<file path="src/rtl/cpu_pkg.sv">
`default_nettype none

package cpu_pkg;

    localparam int unsigned data_width = 8;
    localparam int unsigned addr_width = 16;

    // Low byte of the reset vector, high byte sits at the next address
    localparam logic [addr_width-1:0] reset_vector   = 16'hfffc;
    localparam logic [data_width-1:0] zero_page_high = 8'h00;

    localparam logic [7:0] opcode_jmp_abs = 8'h4c;
    localparam logic [7:0] opcode_clc     = 8'h18;
    localparam logic [7:0] opcode_sec     = 8'h38; // Differs from CLC only in bit 5
    localparam logic [7:0] opcode_ldx_imm = 8'ha2;
    localparam logic [7:0] opcode_ldy_imm = 8'ha0;
    localparam logic [7:0] opcode_ldx_zp  = 8'ha6;
    localparam logic [7:0] opcode_ldy_zp  = 8'ha4;
    localparam logic [7:0] opcode_stx_zp  = 8'h86;
    localparam logic [7:0] opcode_sty_zp  = 8'h84;

    // Operation field, opcode bits 7 to 5
    localparam logic [2:0] alu_op_sta = 3'd4;
    localparam logic [2:0] alu_op_lda = 3'd5;

    // One-hot cycle state
    typedef struct packed {
        logic byte1;    // Opcode fetch, writeback of the previous instruction
        logic byte2;    // Operand or low address byte
        logic byte3;    // High address byte of JMP
        logic zeropage; // Zero-page read or store
        logic vector;   // Settle cycle after the reset vector load
    } cycle_state_t;

    typedef struct packed {
        struct packed {
            logic increment;
            logic load_vector; // PC from data_in and the registered low byte
        } pc;
        struct packed {
            logic sel_pc;
            logic sel_zero_page;
        } addr;
        struct packed {
            logic enable;
            logic src_a;
            logic src_x;
            logic src_y;
        } write;
        struct packed {
            logic from_data;
            logic from_alu;
        } db;
        struct packed {
            logic a;
            logic x;
            logic y;
        } dest;
        struct packed {
            logic nz;    // N and Z from the internal bus
            logic alu_c;
            logic alu_v;
            logic ir5_c; // CLC and SEC
        } flag;
    } control_t;

    typedef struct packed {
        logic immediate;
        logic zero_page;
        logic alu_op;    // ALU column, STA excluded
        logic load_x;
        logic load_y;
        logic store;
        logic jmp_abs;
        logic carry_op;
    } decode_t;

    typedef struct packed {
        logic n;
        logic v;
        logic z;
        logic c;
    } flags_t;

    typedef struct packed {
        logic [data_width-1:0] a;
        logic [data_width-1:0] x;
        logic [data_width-1:0] y;
        logic [addr_width-1:0] pc;
        flags_t                flags;
    } reg_view_t;

    typedef struct packed {
        logic [addr_width-1:0] address;
        logic [data_width-1:0] write_data;
        logic                  write_enable;
    } bus_req_t;

endpackage : cpu_pkg

`default_nettype wire

</file>
<file path="src/rtl/bus_input.sv">
`default_nettype none
`timescale 1ns/1ps

module bus_input (
    input  logic                           clock,
    input  logic                           reset,
    input  logic                           enable,
    input  logic [cpu_pkg::data_width-1:0] data_in,
    input  cpu_pkg::cycle_state_t          state,
    output logic [cpu_pkg::data_width-1:0] data,
    output logic [cpu_pkg::data_width-1:0] opcode
);
    import cpu_pkg::*;

    // Read data, one cycle behind the bus
    always_ff @(posedge clock)
    begin
        if (enable)
            data <= data_in;
    end

    // Opcode stays put until the next fetch
    // so the previous instruction can write back in byte1
    always_ff @(posedge clock)
    begin
        if (reset)
            opcode <= opcode_jmp_abs; // Reset reuses the JMP tail
        else if (enable && state.byte1)
            opcode <= data_in;
    end

endmodule : bus_input

`default_nettype wire

</file>
<file path="src/rtl/sequencer.sv">
`default_nettype none
`timescale 1ns/1ps

module sequencer (
    input  logic                           clock,
    input  logic                           reset,
    input  logic                           enable,
    input  logic [cpu_pkg::data_width-1:0] opcode,
    output cpu_pkg::cycle_state_t          state,
    output cpu_pkg::decode_t               decode,
    output cpu_pkg::control_t              control
);
    import cpu_pkg::*;

    cycle_state_t next_state;
    logic         booting;       // Reset vector fetch still running
    logic         alu_writeback; // Previous opcode returns an ALU result
    logic         is_cmp;
    logic         is_adc_sbc;

    // Opcode classes
    assign decode.immediate = (opcode ==? 8'b???_010_01)
                              || opcode == opcode_ldx_imm
                              || opcode == opcode_ldy_imm;
    assign decode.zero_page = (opcode ==? 8'b???_001_01)
                              || opcode == opcode_ldx_zp
                              || opcode == opcode_ldy_zp
                              || opcode == opcode_stx_zp
                              || opcode == opcode_sty_zp;
    assign decode.alu_op    = opcode[1:0] == 2'b01 && opcode[7:5] != alu_op_sta;
    assign decode.load_x    = opcode == opcode_ldx_imm || opcode == opcode_ldx_zp;
    assign decode.load_y    = opcode == opcode_ldy_imm || opcode == opcode_ldy_zp;
    assign decode.store     = opcode == {alu_op_sta, 5'b001_01} // STA zp, 85
                              || opcode == opcode_stx_zp
                              || opcode == opcode_sty_zp;
    assign decode.jmp_abs   = opcode == opcode_jmp_abs;
    assign decode.carry_op  = opcode == opcode_clc || opcode == opcode_sec;

    // Other addressing modes of the ALU column fall through as no-ops
    assign alu_writeback = decode.alu_op && (decode.immediate || decode.zero_page);
    assign is_cmp        = opcode[7:5] == 3'b110; // Leaves A alone
    assign is_adc_sbc    = opcode[6:5] == 2'b11;  // ADC 011, SBC 111

    always_comb
    begin
        control    = '0;
        next_state = '0;

        if (state.byte1)
        begin
            control.addr.sel_pc  = 1'b1; // Opcode fetch
            control.pc.increment = 1'b1;
            next_state.byte2     = 1'b1;

            // Writeback for the opcode still held in the register
            control.db.from_alu  = alu_writeback;
            control.db.from_data = decode.load_x || decode.load_y;
            control.dest.a       = alu_writeback && !is_cmp;
            control.dest.x       = decode.load_x;
            control.dest.y       = decode.load_y;
            control.flag.nz      = alu_writeback || decode.load_x || decode.load_y;
            control.flag.alu_c   = alu_writeback && (is_adc_sbc || is_cmp);
            control.flag.alu_v   = alu_writeback && is_adc_sbc;
            control.flag.ir5_c   = decode.carry_op;
        end

        if (state.byte2)
        begin
            control.addr.sel_pc  = 1'b1; // Operand byte
            control.pc.increment = 1'b1;
            next_state.zeropage  = decode.zero_page;
            next_state.byte3     = decode.jmp_abs;
            next_state.byte1     = !decode.zero_page && !decode.jmp_abs;
        end

        if (state.byte3)
        begin
            // High byte read here, PC loads at the closing edge
            control.addr.sel_pc     = 1'b1;
            control.pc.load_vector  = 1'b1;
            next_state.vector       = booting;
            next_state.byte1        = !booting;
        end

        if (state.zeropage)
        begin
            control.addr.sel_zero_page = 1'b1;
            control.write.enable       = decode.store;
            control.write.src_a        = decode.store && opcode[1:0] == 2'b01;
            control.write.src_x        = decode.store && opcode[1:0] == 2'b10;
            control.write.src_y        = decode.store && opcode[1:0] == 2'b00;
            next_state.byte1           = 1'b1;
        end

        if (state.vector)
        begin
            control.addr.sel_pc = 1'b1; // New PC on the bus, no fetch yet
            next_state.byte1    = 1'b1;
        end
    end

    always_ff @(posedge clock)
    begin
        if (reset)
        begin
            state   <= '{byte2: 1'b1, default: 1'b0}; // Low vector byte next
            booting <= 1'b1;
        end
        else if (enable)
        begin
            state <= next_state;
            if (state.byte3)
                booting <= 1'b0;
        end
    end

    state_one_hot: assert property (@(posedge clock) disable iff (reset)
        $onehot(state))
        else $error("sequencer state is not one-hot");

    // Stores reach memory only in their zero-page cycle
    write_in_zeropage: assert property (@(posedge clock) disable iff (reset)
        control.write.enable |-> state.zeropage)
        else $error("write enable outside zeropage state");

endmodule : sequencer

`default_nettype wire

</file>
<file path="src/rtl/alu.sv">
`default_nettype none
`timescale 1ns/1ps

module alu (
    input  logic [cpu_pkg::data_width-1:0] operand_a,
    input  logic [cpu_pkg::data_width-1:0] operand_b,
    input  logic                           carry_in,
    input  logic [2:0]                     op,
    output logic [cpu_pkg::data_width-1:0] result,
    output logic                           carry_out,
    output logic                           overflow_out
);
    import cpu_pkg::*;

    logic [data_width-1:0] addend;
    logic                  carry;
    logic [data_width:0]   sum;    // Carry in the top bit

    assign addend = op[2] ? ~operand_b : operand_b; // CMP and SBC subtract
    assign carry  = carry_in || op == 3'b110;       // CMP ignores C
    assign sum    = {1'b0, operand_a} + {1'b0, addend} + (data_width + 1)'(carry);

    always_comb
    begin
        case (op)
            3'd0:       result = operand_a | operand_b; // ORA
            3'd1:       result = operand_a & operand_b; // AND
            3'd2:       result = operand_a ^ operand_b; // EOR
            alu_op_sta: result = '0;
            alu_op_lda: result = operand_b;
            default:    result = sum[data_width-1:0];   // ADC CMP SBC
        endcase
    end

    assign carry_out = sum[data_width];
    // Signed overflow when both inputs agree in sign and the sum does not
    assign overflow_out = (operand_a[data_width-1] ^ sum[data_width-1])
                          & (addend[data_width-1] ^ sum[data_width-1]);

endmodule : alu

`default_nettype wire

</file>
<file path="src/rtl/register_file.sv">
`default_nettype none
`timescale 1ns/1ps

module register_file (
    input  logic                           clock,
    input  logic                           reset,
    input  logic                           enable,
    input  cpu_pkg::control_t              control,
    input  logic [cpu_pkg::data_width-1:0] data_in,      // Live bus, high byte of vector
    input  logic [cpu_pkg::data_width-1:0] data,
    input  logic [cpu_pkg::data_width-1:0] opcode,
    input  logic [cpu_pkg::data_width-1:0] alu_result,
    input  logic                           alu_carry,
    input  logic                           alu_overflow,
    output cpu_pkg::reg_view_t             regs
);
    import cpu_pkg::*;

    logic [data_width-1:0] db;         // Internal data bus
    flags_t                next_flags;

    assign db = control.db.from_alu  ? alu_result :
                control.db.from_data ? data : '0;

    always_comb
    begin
        next_flags = regs.flags;
        if (control.flag.nz)
        begin
            next_flags.n = db[data_width-1];
            next_flags.z = db == '0;
        end
        if (control.flag.alu_c)
            next_flags.c = alu_carry;
        if (control.flag.ir5_c)
            next_flags.c = opcode[5]; // CLC 18, SEC 38
        if (control.flag.alu_v)
            next_flags.v = alu_overflow;
    end

    always_ff @(posedge clock)
    begin
        if (reset)
        begin
            regs.pc    <= reset_vector;
            regs.a     <= '0;
            regs.x     <= '0;
            regs.y     <= '0;
            regs.flags <= '0;
        end
        else if (enable)
        begin
            if (control.pc.load_vector)
                regs.pc <= {data_in, data}; // Low byte came in the cycle before
            else if (control.pc.increment)
                regs.pc <= regs.pc + 16'd1;
            if (control.dest.a)
                regs.a <= db;
            if (control.dest.x)
                regs.x <= db;
            if (control.dest.y)
                regs.y <= db;
            regs.flags <= next_flags;
        end
    end

    pc_source_unique: assert property (@(posedge clock) disable iff (reset)
        !(control.pc.increment && control.pc.load_vector))
        else $error("PC increment and vector load together");

endmodule : register_file

`default_nettype wire

</file>
<file path="src/rtl/bus_output.sv">
`default_nettype none
`timescale 1ns/1ps

module bus_output (
    input  cpu_pkg::control_t              control,
    input  cpu_pkg::reg_view_t             regs,
    input  logic [cpu_pkg::data_width-1:0] data,
    output cpu_pkg::bus_req_t              bus
);
    import cpu_pkg::*;

    // Zero-page address uses the operand byte held from byte2
    assign bus.address =
        (control.addr.sel_pc        ? regs.pc                : '0) |
        (control.addr.sel_zero_page ? {zero_page_high, data} : '0);

    // Store source picked by the opcode's low bits
    assign bus.write_data =
        (control.write.src_a ? regs.a : '0) |
        (control.write.src_x ? regs.x : '0) |
        (control.write.src_y ? regs.y : '0);

    assign bus.write_enable = control.write.enable;

endmodule : bus_output

`default_nettype wire

</file>
<file path="src/rtl/cpu_core.sv">
`default_nettype none
`timescale 1ns/1ps

module cpu_core (
    input  logic                           clock,
    input  logic                           reset,
    input  logic                           enable,
    input  logic [cpu_pkg::data_width-1:0] data_in,
    output logic [cpu_pkg::addr_width-1:0] address,
    output logic [cpu_pkg::data_width-1:0] data_out,
    output logic                           write_enable,
    output logic                           sync
);
    import cpu_pkg::*;

    cycle_state_t          state;
    decode_t               decode;
    control_t              control;
    reg_view_t             regs;
    bus_req_t              bus;
    logic [data_width-1:0] data;       // Registered read data
    logic [data_width-1:0] opcode;
    logic [data_width-1:0] alu_result;
    logic                  alu_carry;
    logic                  alu_overflow;

    bus_input bus_input_inst (
        .clock   (clock),
        .reset   (reset),
        .enable  (enable),
        .data_in (data_in),
        .state   (state),
        .data    (data),
        .opcode  (opcode)
    );

    sequencer sequencer_inst (
        .clock   (clock),
        .reset   (reset),
        .enable  (enable),
        .opcode  (opcode),
        .state   (state),
        .decode  (decode),
        .control (control)
    );

    // A against the fetched operand, carry from the flag register
    alu alu_inst (
        .operand_a    (regs.a),
        .operand_b    (data),
        .carry_in     (regs.flags.c),
        .op           (opcode[7:5]),
        .result       (alu_result),
        .carry_out    (alu_carry),
        .overflow_out (alu_overflow)
    );

    register_file register_file_inst (
        .clock        (clock),
        .reset        (reset),
        .enable       (enable),
        .control      (control),
        .data_in      (data_in),
        .data         (data),
        .opcode       (opcode),
        .alu_result   (alu_result),
        .alu_carry    (alu_carry),
        .alu_overflow (alu_overflow),
        .regs         (regs)
    );

    bus_output bus_output_inst (
        .control (control),
        .regs    (regs),
        .data    (data),
        .bus     (bus)
    );

    assign address      = bus.address;
    assign data_out     = bus.write_data;
    assign write_enable = bus.write_enable;
    assign sync         = state.byte1; // High on every opcode fetch

    // Opcode latched in byte1 must still be a zero-page form in its zero-page cycle
    decode_fetch_alu: assert property (@(posedge clock) disable iff (reset)
        state.zeropage |-> decode.zero_page)
        else $error("zeropage state without a zero-page opcode");

endmodule : cpu_core

`default_nettype wire

</file>
<file path="config.mk">
export PLATFORM = sky130hd
export DESIGN_NAME = cpu_core
export DESIGN_NICKNAME = d
export VERILOG_FILES = /design/src/rtl/cpu_pkg.sv /design/src/rtl/bus_input.sv /design/src/rtl/sequencer.sv /design/src/rtl/alu.sv /design/src/rtl/register_file.sv /design/src/rtl/bus_output.sv /design/src/rtl/cpu_core.sv
export SDC_FILE = /design/constraint.sdc
export NUM_CORES = 1
export LEC_CHECK = 0
export BUFFER_PORTS_ARGS = -buffer_cell sky130_fd_sc_hd__buf_4
export CAP_MARGIN = 20
export CORE_ASPECT_RATIO = 0.8
export CORE_MARGIN = 2
export CORE_UTILIZATION = 50
export CTS_CLUSTER_DIAMETER = 150
export DETAILED_ROUTE_END_ITERATION = 12
export HOLD_SLACK_MARGIN = 0.12
export PLACE_DENSITY = 0.69
export SYNTH_ARGS = -nofsm -noshare
export SYNTH_HDL_FRONTEND = slang
export SYNTH_SLANG_ARGS = --single-unit
</file>
<file path="constraint.sdc">
create_clock -name clock -period 9.3 [get_ports clock]
set_clock_uncertainty 0.1 [all_clocks]
set_input_delay 1.86 -clock clock [delete_from_list [all_inputs] [get_ports clock]]
set_output_delay 1.86 -clock clock [all_outputs]
set_load 0.005 [all_outputs]
</file>
==> results.sh <==
export IMPL_outcome="complete, no violations"
export IMPL_min_period_ns=4.07
export IMPL_ctsHtreeMaxLevel=3
export IMPL_layout_commonest_cell="nand2_1"
export IMPL_cp_required_ns=7.34
export IMPL_clock_root_buffer="clkbuf_8"
export IMPL_postCtsSetupBuffers=0
export IMPL_initial_utilization_pct=51.6
export IMPL_n_antenna_cell=0
export IMPL_synthToLayoutAreaGrowth_pct=12.8
export IMPL_finalHoldViolations=0
export IMPL_cts_buffer_depth=2
export IMPL_fin_ws_ns=5.23
export IMPL_ys_seq_area_share_pct=32.7
export IMPL_sw_frac_of_total_pct=29.2
export IMPL_synth_cell_area_um2=4100
export IMPL_rsz0062_at_grt="no"
export IMPL_cp_cell_sequence="nor3_1 > and3_1 > nand2_1 > o21ai_0 > buf_4"
export IMPL_critical_path_slowest_cell="dfxtp_1"
export IMPL_die_x_um=105
export IMPL_post_place_ws_ns=5.48
export IMPL_fin_tns_setup_ns=0
export IMPL_crit_type="register to output pin"
export IMPL_dp_hpwl_um=7890
export IMPL_cap_violations=0
export IMPL_final_nets=565
export IMPL_busiest_layer="met2"
export IMPL_worstPathArrival_ns=2.11
export IMPL_power_density_nw_per_um2=148
export IMPL_syn_area_per_cell_um2=8.04
export IMPL_mostFrequentLayoutCells="59 x nand2_1, 55 x dfxtp_1, 44 x a21oi_1"
export IMPL_clkSlewWorstSetupHoldPaths_ns=0.07
export IMPL_first_pass_iters=5
export IMPL_post_cts_resized=0
export IMPL_ios=37
export IMPL_cp_end_kind="output pin"
export IMPL_fin_area_um2=4620
export IMPL_reg2reg_depth=11
export IMPL_grtUsageMet3_pct=5.22
export IMPL_clock_sinks=63
export IMPL_grtUsageTotal_pct=26.2
export IMPL_p_leak_nw=1.78
export IMPL_avgRoutedWirePerCell_um=17.4
export IMPL_holdPathStages=2
export IMPL_hold_path_class="register to register"
export IMPL_ant_nets=0
export IMPL_first_global_vias=3623
export IMPL_grt_use_met1_pct=38.0
export IMPL_min_from="register_file_inst.regs[27]"
export IMPL_ir_worst_vdd_uv=124
export IMPL_ys_warn_count=0
export IMPL_finalWirelength_um=11200
export IMPL_drive_gt1_share_pct=12.6
export IMPL_die_y_um=85.0
export IMPL_synth_edff_count=8
export IMPL_syn_num_nets=547
export IMPL_cts_made_buffers=9
export IMPL_period_share_pct=43.7
export IMPL_ys_seq_elements=63
export IMPL_r2r_end="register_file_inst.regs[30]"
export IMPL_power_frac_comb_pct=16.8
export IMPL_clock_latency_ns=0.36
export IMPL_cts_tree="yes"
export IMPL_grt_overflow=0
export IMPL_grt_pass1_wl_um=18700
export IMPL_power_share_clock_pct=38.8
export IMPL_postCtsHoldBufs=0
export IMPL_vias_per_cell=6.04
export IMPL_synthDistinctLibCells=61
export IMPL_tightest_slew_ns=0.943
export IMPL_p_sw_w=0.000200
export IMPL_reg2reg_slack_ns=5.75
export IMPL_syn_inst=510
export IMPL_power_internal_w=0.000486
export IMPL_dieArea_um2=8940
export IMPL_max_stage_delay_ns=0.91
export IMPL_core_um2=7950
export IMPL_port_buffers=36
export IMPL_num_rows=29
export IMPL_slew_violations=0
export IMPL_path_max_fanout=24
export IMPL_grt_max_degree=39
export IMPL_remaining_drc_errors=0
export IMPL_dr_total_vias=3869
export IMPL_antenna_found_initial=0
export IMPL_async_reset_ff_share_pct=0
export IMPL_finalSetupViolCount=0
export IMPL_start_kind="register"
export IMPL_final_util_pct=58.2
export IMPL_placed_area_um2=4400
export IMPL_synth_main_ff_cell="dfxtp_1"
export IMPL_relSlewSlack_pct=37.2
export IMPL_drt_first_iter_violations=364
export IMPL_place_gp_congestion=0.934
export IMPL_r2r_start="bus_input_inst.opcode[5]"
export IMPL_whs_ns=0.367
export IMPL_fmax_mhz=246
export IMPL_power_frac_seq_pct=44.4
export IMPL_use_met2_pct=39.7
export IMPL_hold_end="register_file_inst.regs[27]"
==> sequential cells by signal, summed over array words and instances, names as in the netlist <==
signal	count
sequencer_inst.state	5
bus_input_inst.data	8
register_file_inst.regs	41
bus_input_inst.opcode	8
sequencer_inst.booting	1
==> worst max-delay path, delay by kind of cell (launching register included) <==
kind | cells | cell delay [ns]
DFF | 1 | 0.91
AOI/OAI and AO/OA | 1 | 0.08
buffers and inverters | 1 | 0.14
and+or+nand+nor | 3 | 0.61
==> synth_stat cells (all sizes together) (2+ instances only) <==
cell,count,area share (%)
o31ai,2,0.49
a2bb2oi,4,0.85
nor2,42,4.0
nor3,11,1.5
a22oi,9,1.6
fa,2,0.98
nand3,19,2.3
dfxtp,55,27
o21ai,27,3.3
a21oi,44,5.4
o22ai,11,1.7
and3,5,0.76
nor4,3,0.46
a22o,10,2.4
inv,28,2.6
mux2i,13,3.2
nor2b,14,2.1
a31oi,6,0.92
clkbuf,26,2.4
a211oi,17,3.2
edfxtp,8,5.9
nor4b,3,1.4
a21o,3,0.55
nand4,4,0.61
xor2,10,2.1
and2,5,0.76
ha,24,7.3
nand2,59,5.4
nand2b,7,1.1
nor4bb,2,0.49
xnor2,3,0.64
buf,7,0.92
a32oi,4,0.85
o211ai,6,1.4
o21a,2,0.37
==> kinds of logic after synthesis <==
| group | Yosys count | synth area share (%) |
|---|---|---|
| AOI/OAI and AO/OA | 153 | 24.8 |
| xor gates and xnor gates | 13 | 2.78 |
| adders and majority gates | 26 | 8.30 |
| buffers and inverters | 62 | 5.98 |
| DFF | 63 | 32.7 |
| muxes | 13 | 3.17 |
| and+or+nand+nor | 180 | 22.3 |
==> metrics by stage <==
| step | total power (W) | std cells |
|---|---|---|
| floorplan | 0.000380 | 510 |
| global placement | 0.000421 | 625 |
| detailed placement | 0.000424 | 625 |
| CTS | 0.000688 | 641 |
| global route | 0.000713 | 641 |
| finish | 0.000686 | 641 |
==> metal layers <==
layer,vias up,wire length (um)
met1,1877,5430
li1,1863,-
met3,12,722
met4,0,116
met5,-,0
met2,117,4900
==> final cells by class <==
type	instances	area (um^2)
fill	750	3320
multi-input combinational	385	2510
sequential	63	1340
timing repair buffer	40	300
clock buffer	11	163
tap	108	135
inverter	29	109
clock inverter	5	62.6
==> worst max-delay path by stage <==
stage | cells past startpoint | endpoint | slack (ns) | start
CTS | 5 | data_out[4] | 5.22 | bus_input_inst.opcode[6]
detailed placement | 5 | register_file_inst.regs[33] | 5.48 | enable
finish | 5 | data_out[6] | 5.23 | bus_input_inst.opcode[6]
global placement | 5 | register_file_inst.regs[33] | 5.58 | enable
global route | 5 | data_out[7] | 5.04 | bus_input_inst.opcode[7]
floorplan | 12 | register_file_inst.regs[22] | 5.93 | bus_input_inst.opcode[7]
==> power by group through the flow <==
stage	clock network [W]	registers [W]	logic, W
5_1_grt	0.000279	0.000306	0.000129
3_3_place_gp	0	0.000309	0.000111
2_1_floorplan	0	0.000302	0.0000782
4_1_cts	0.000270	0.000304	0.000115
6_report	0.000266	0.000305	0.000115
3_5_place_dp	0	0.000310	0.000114
Note: power is estimated with default switching activity, not from simulation.
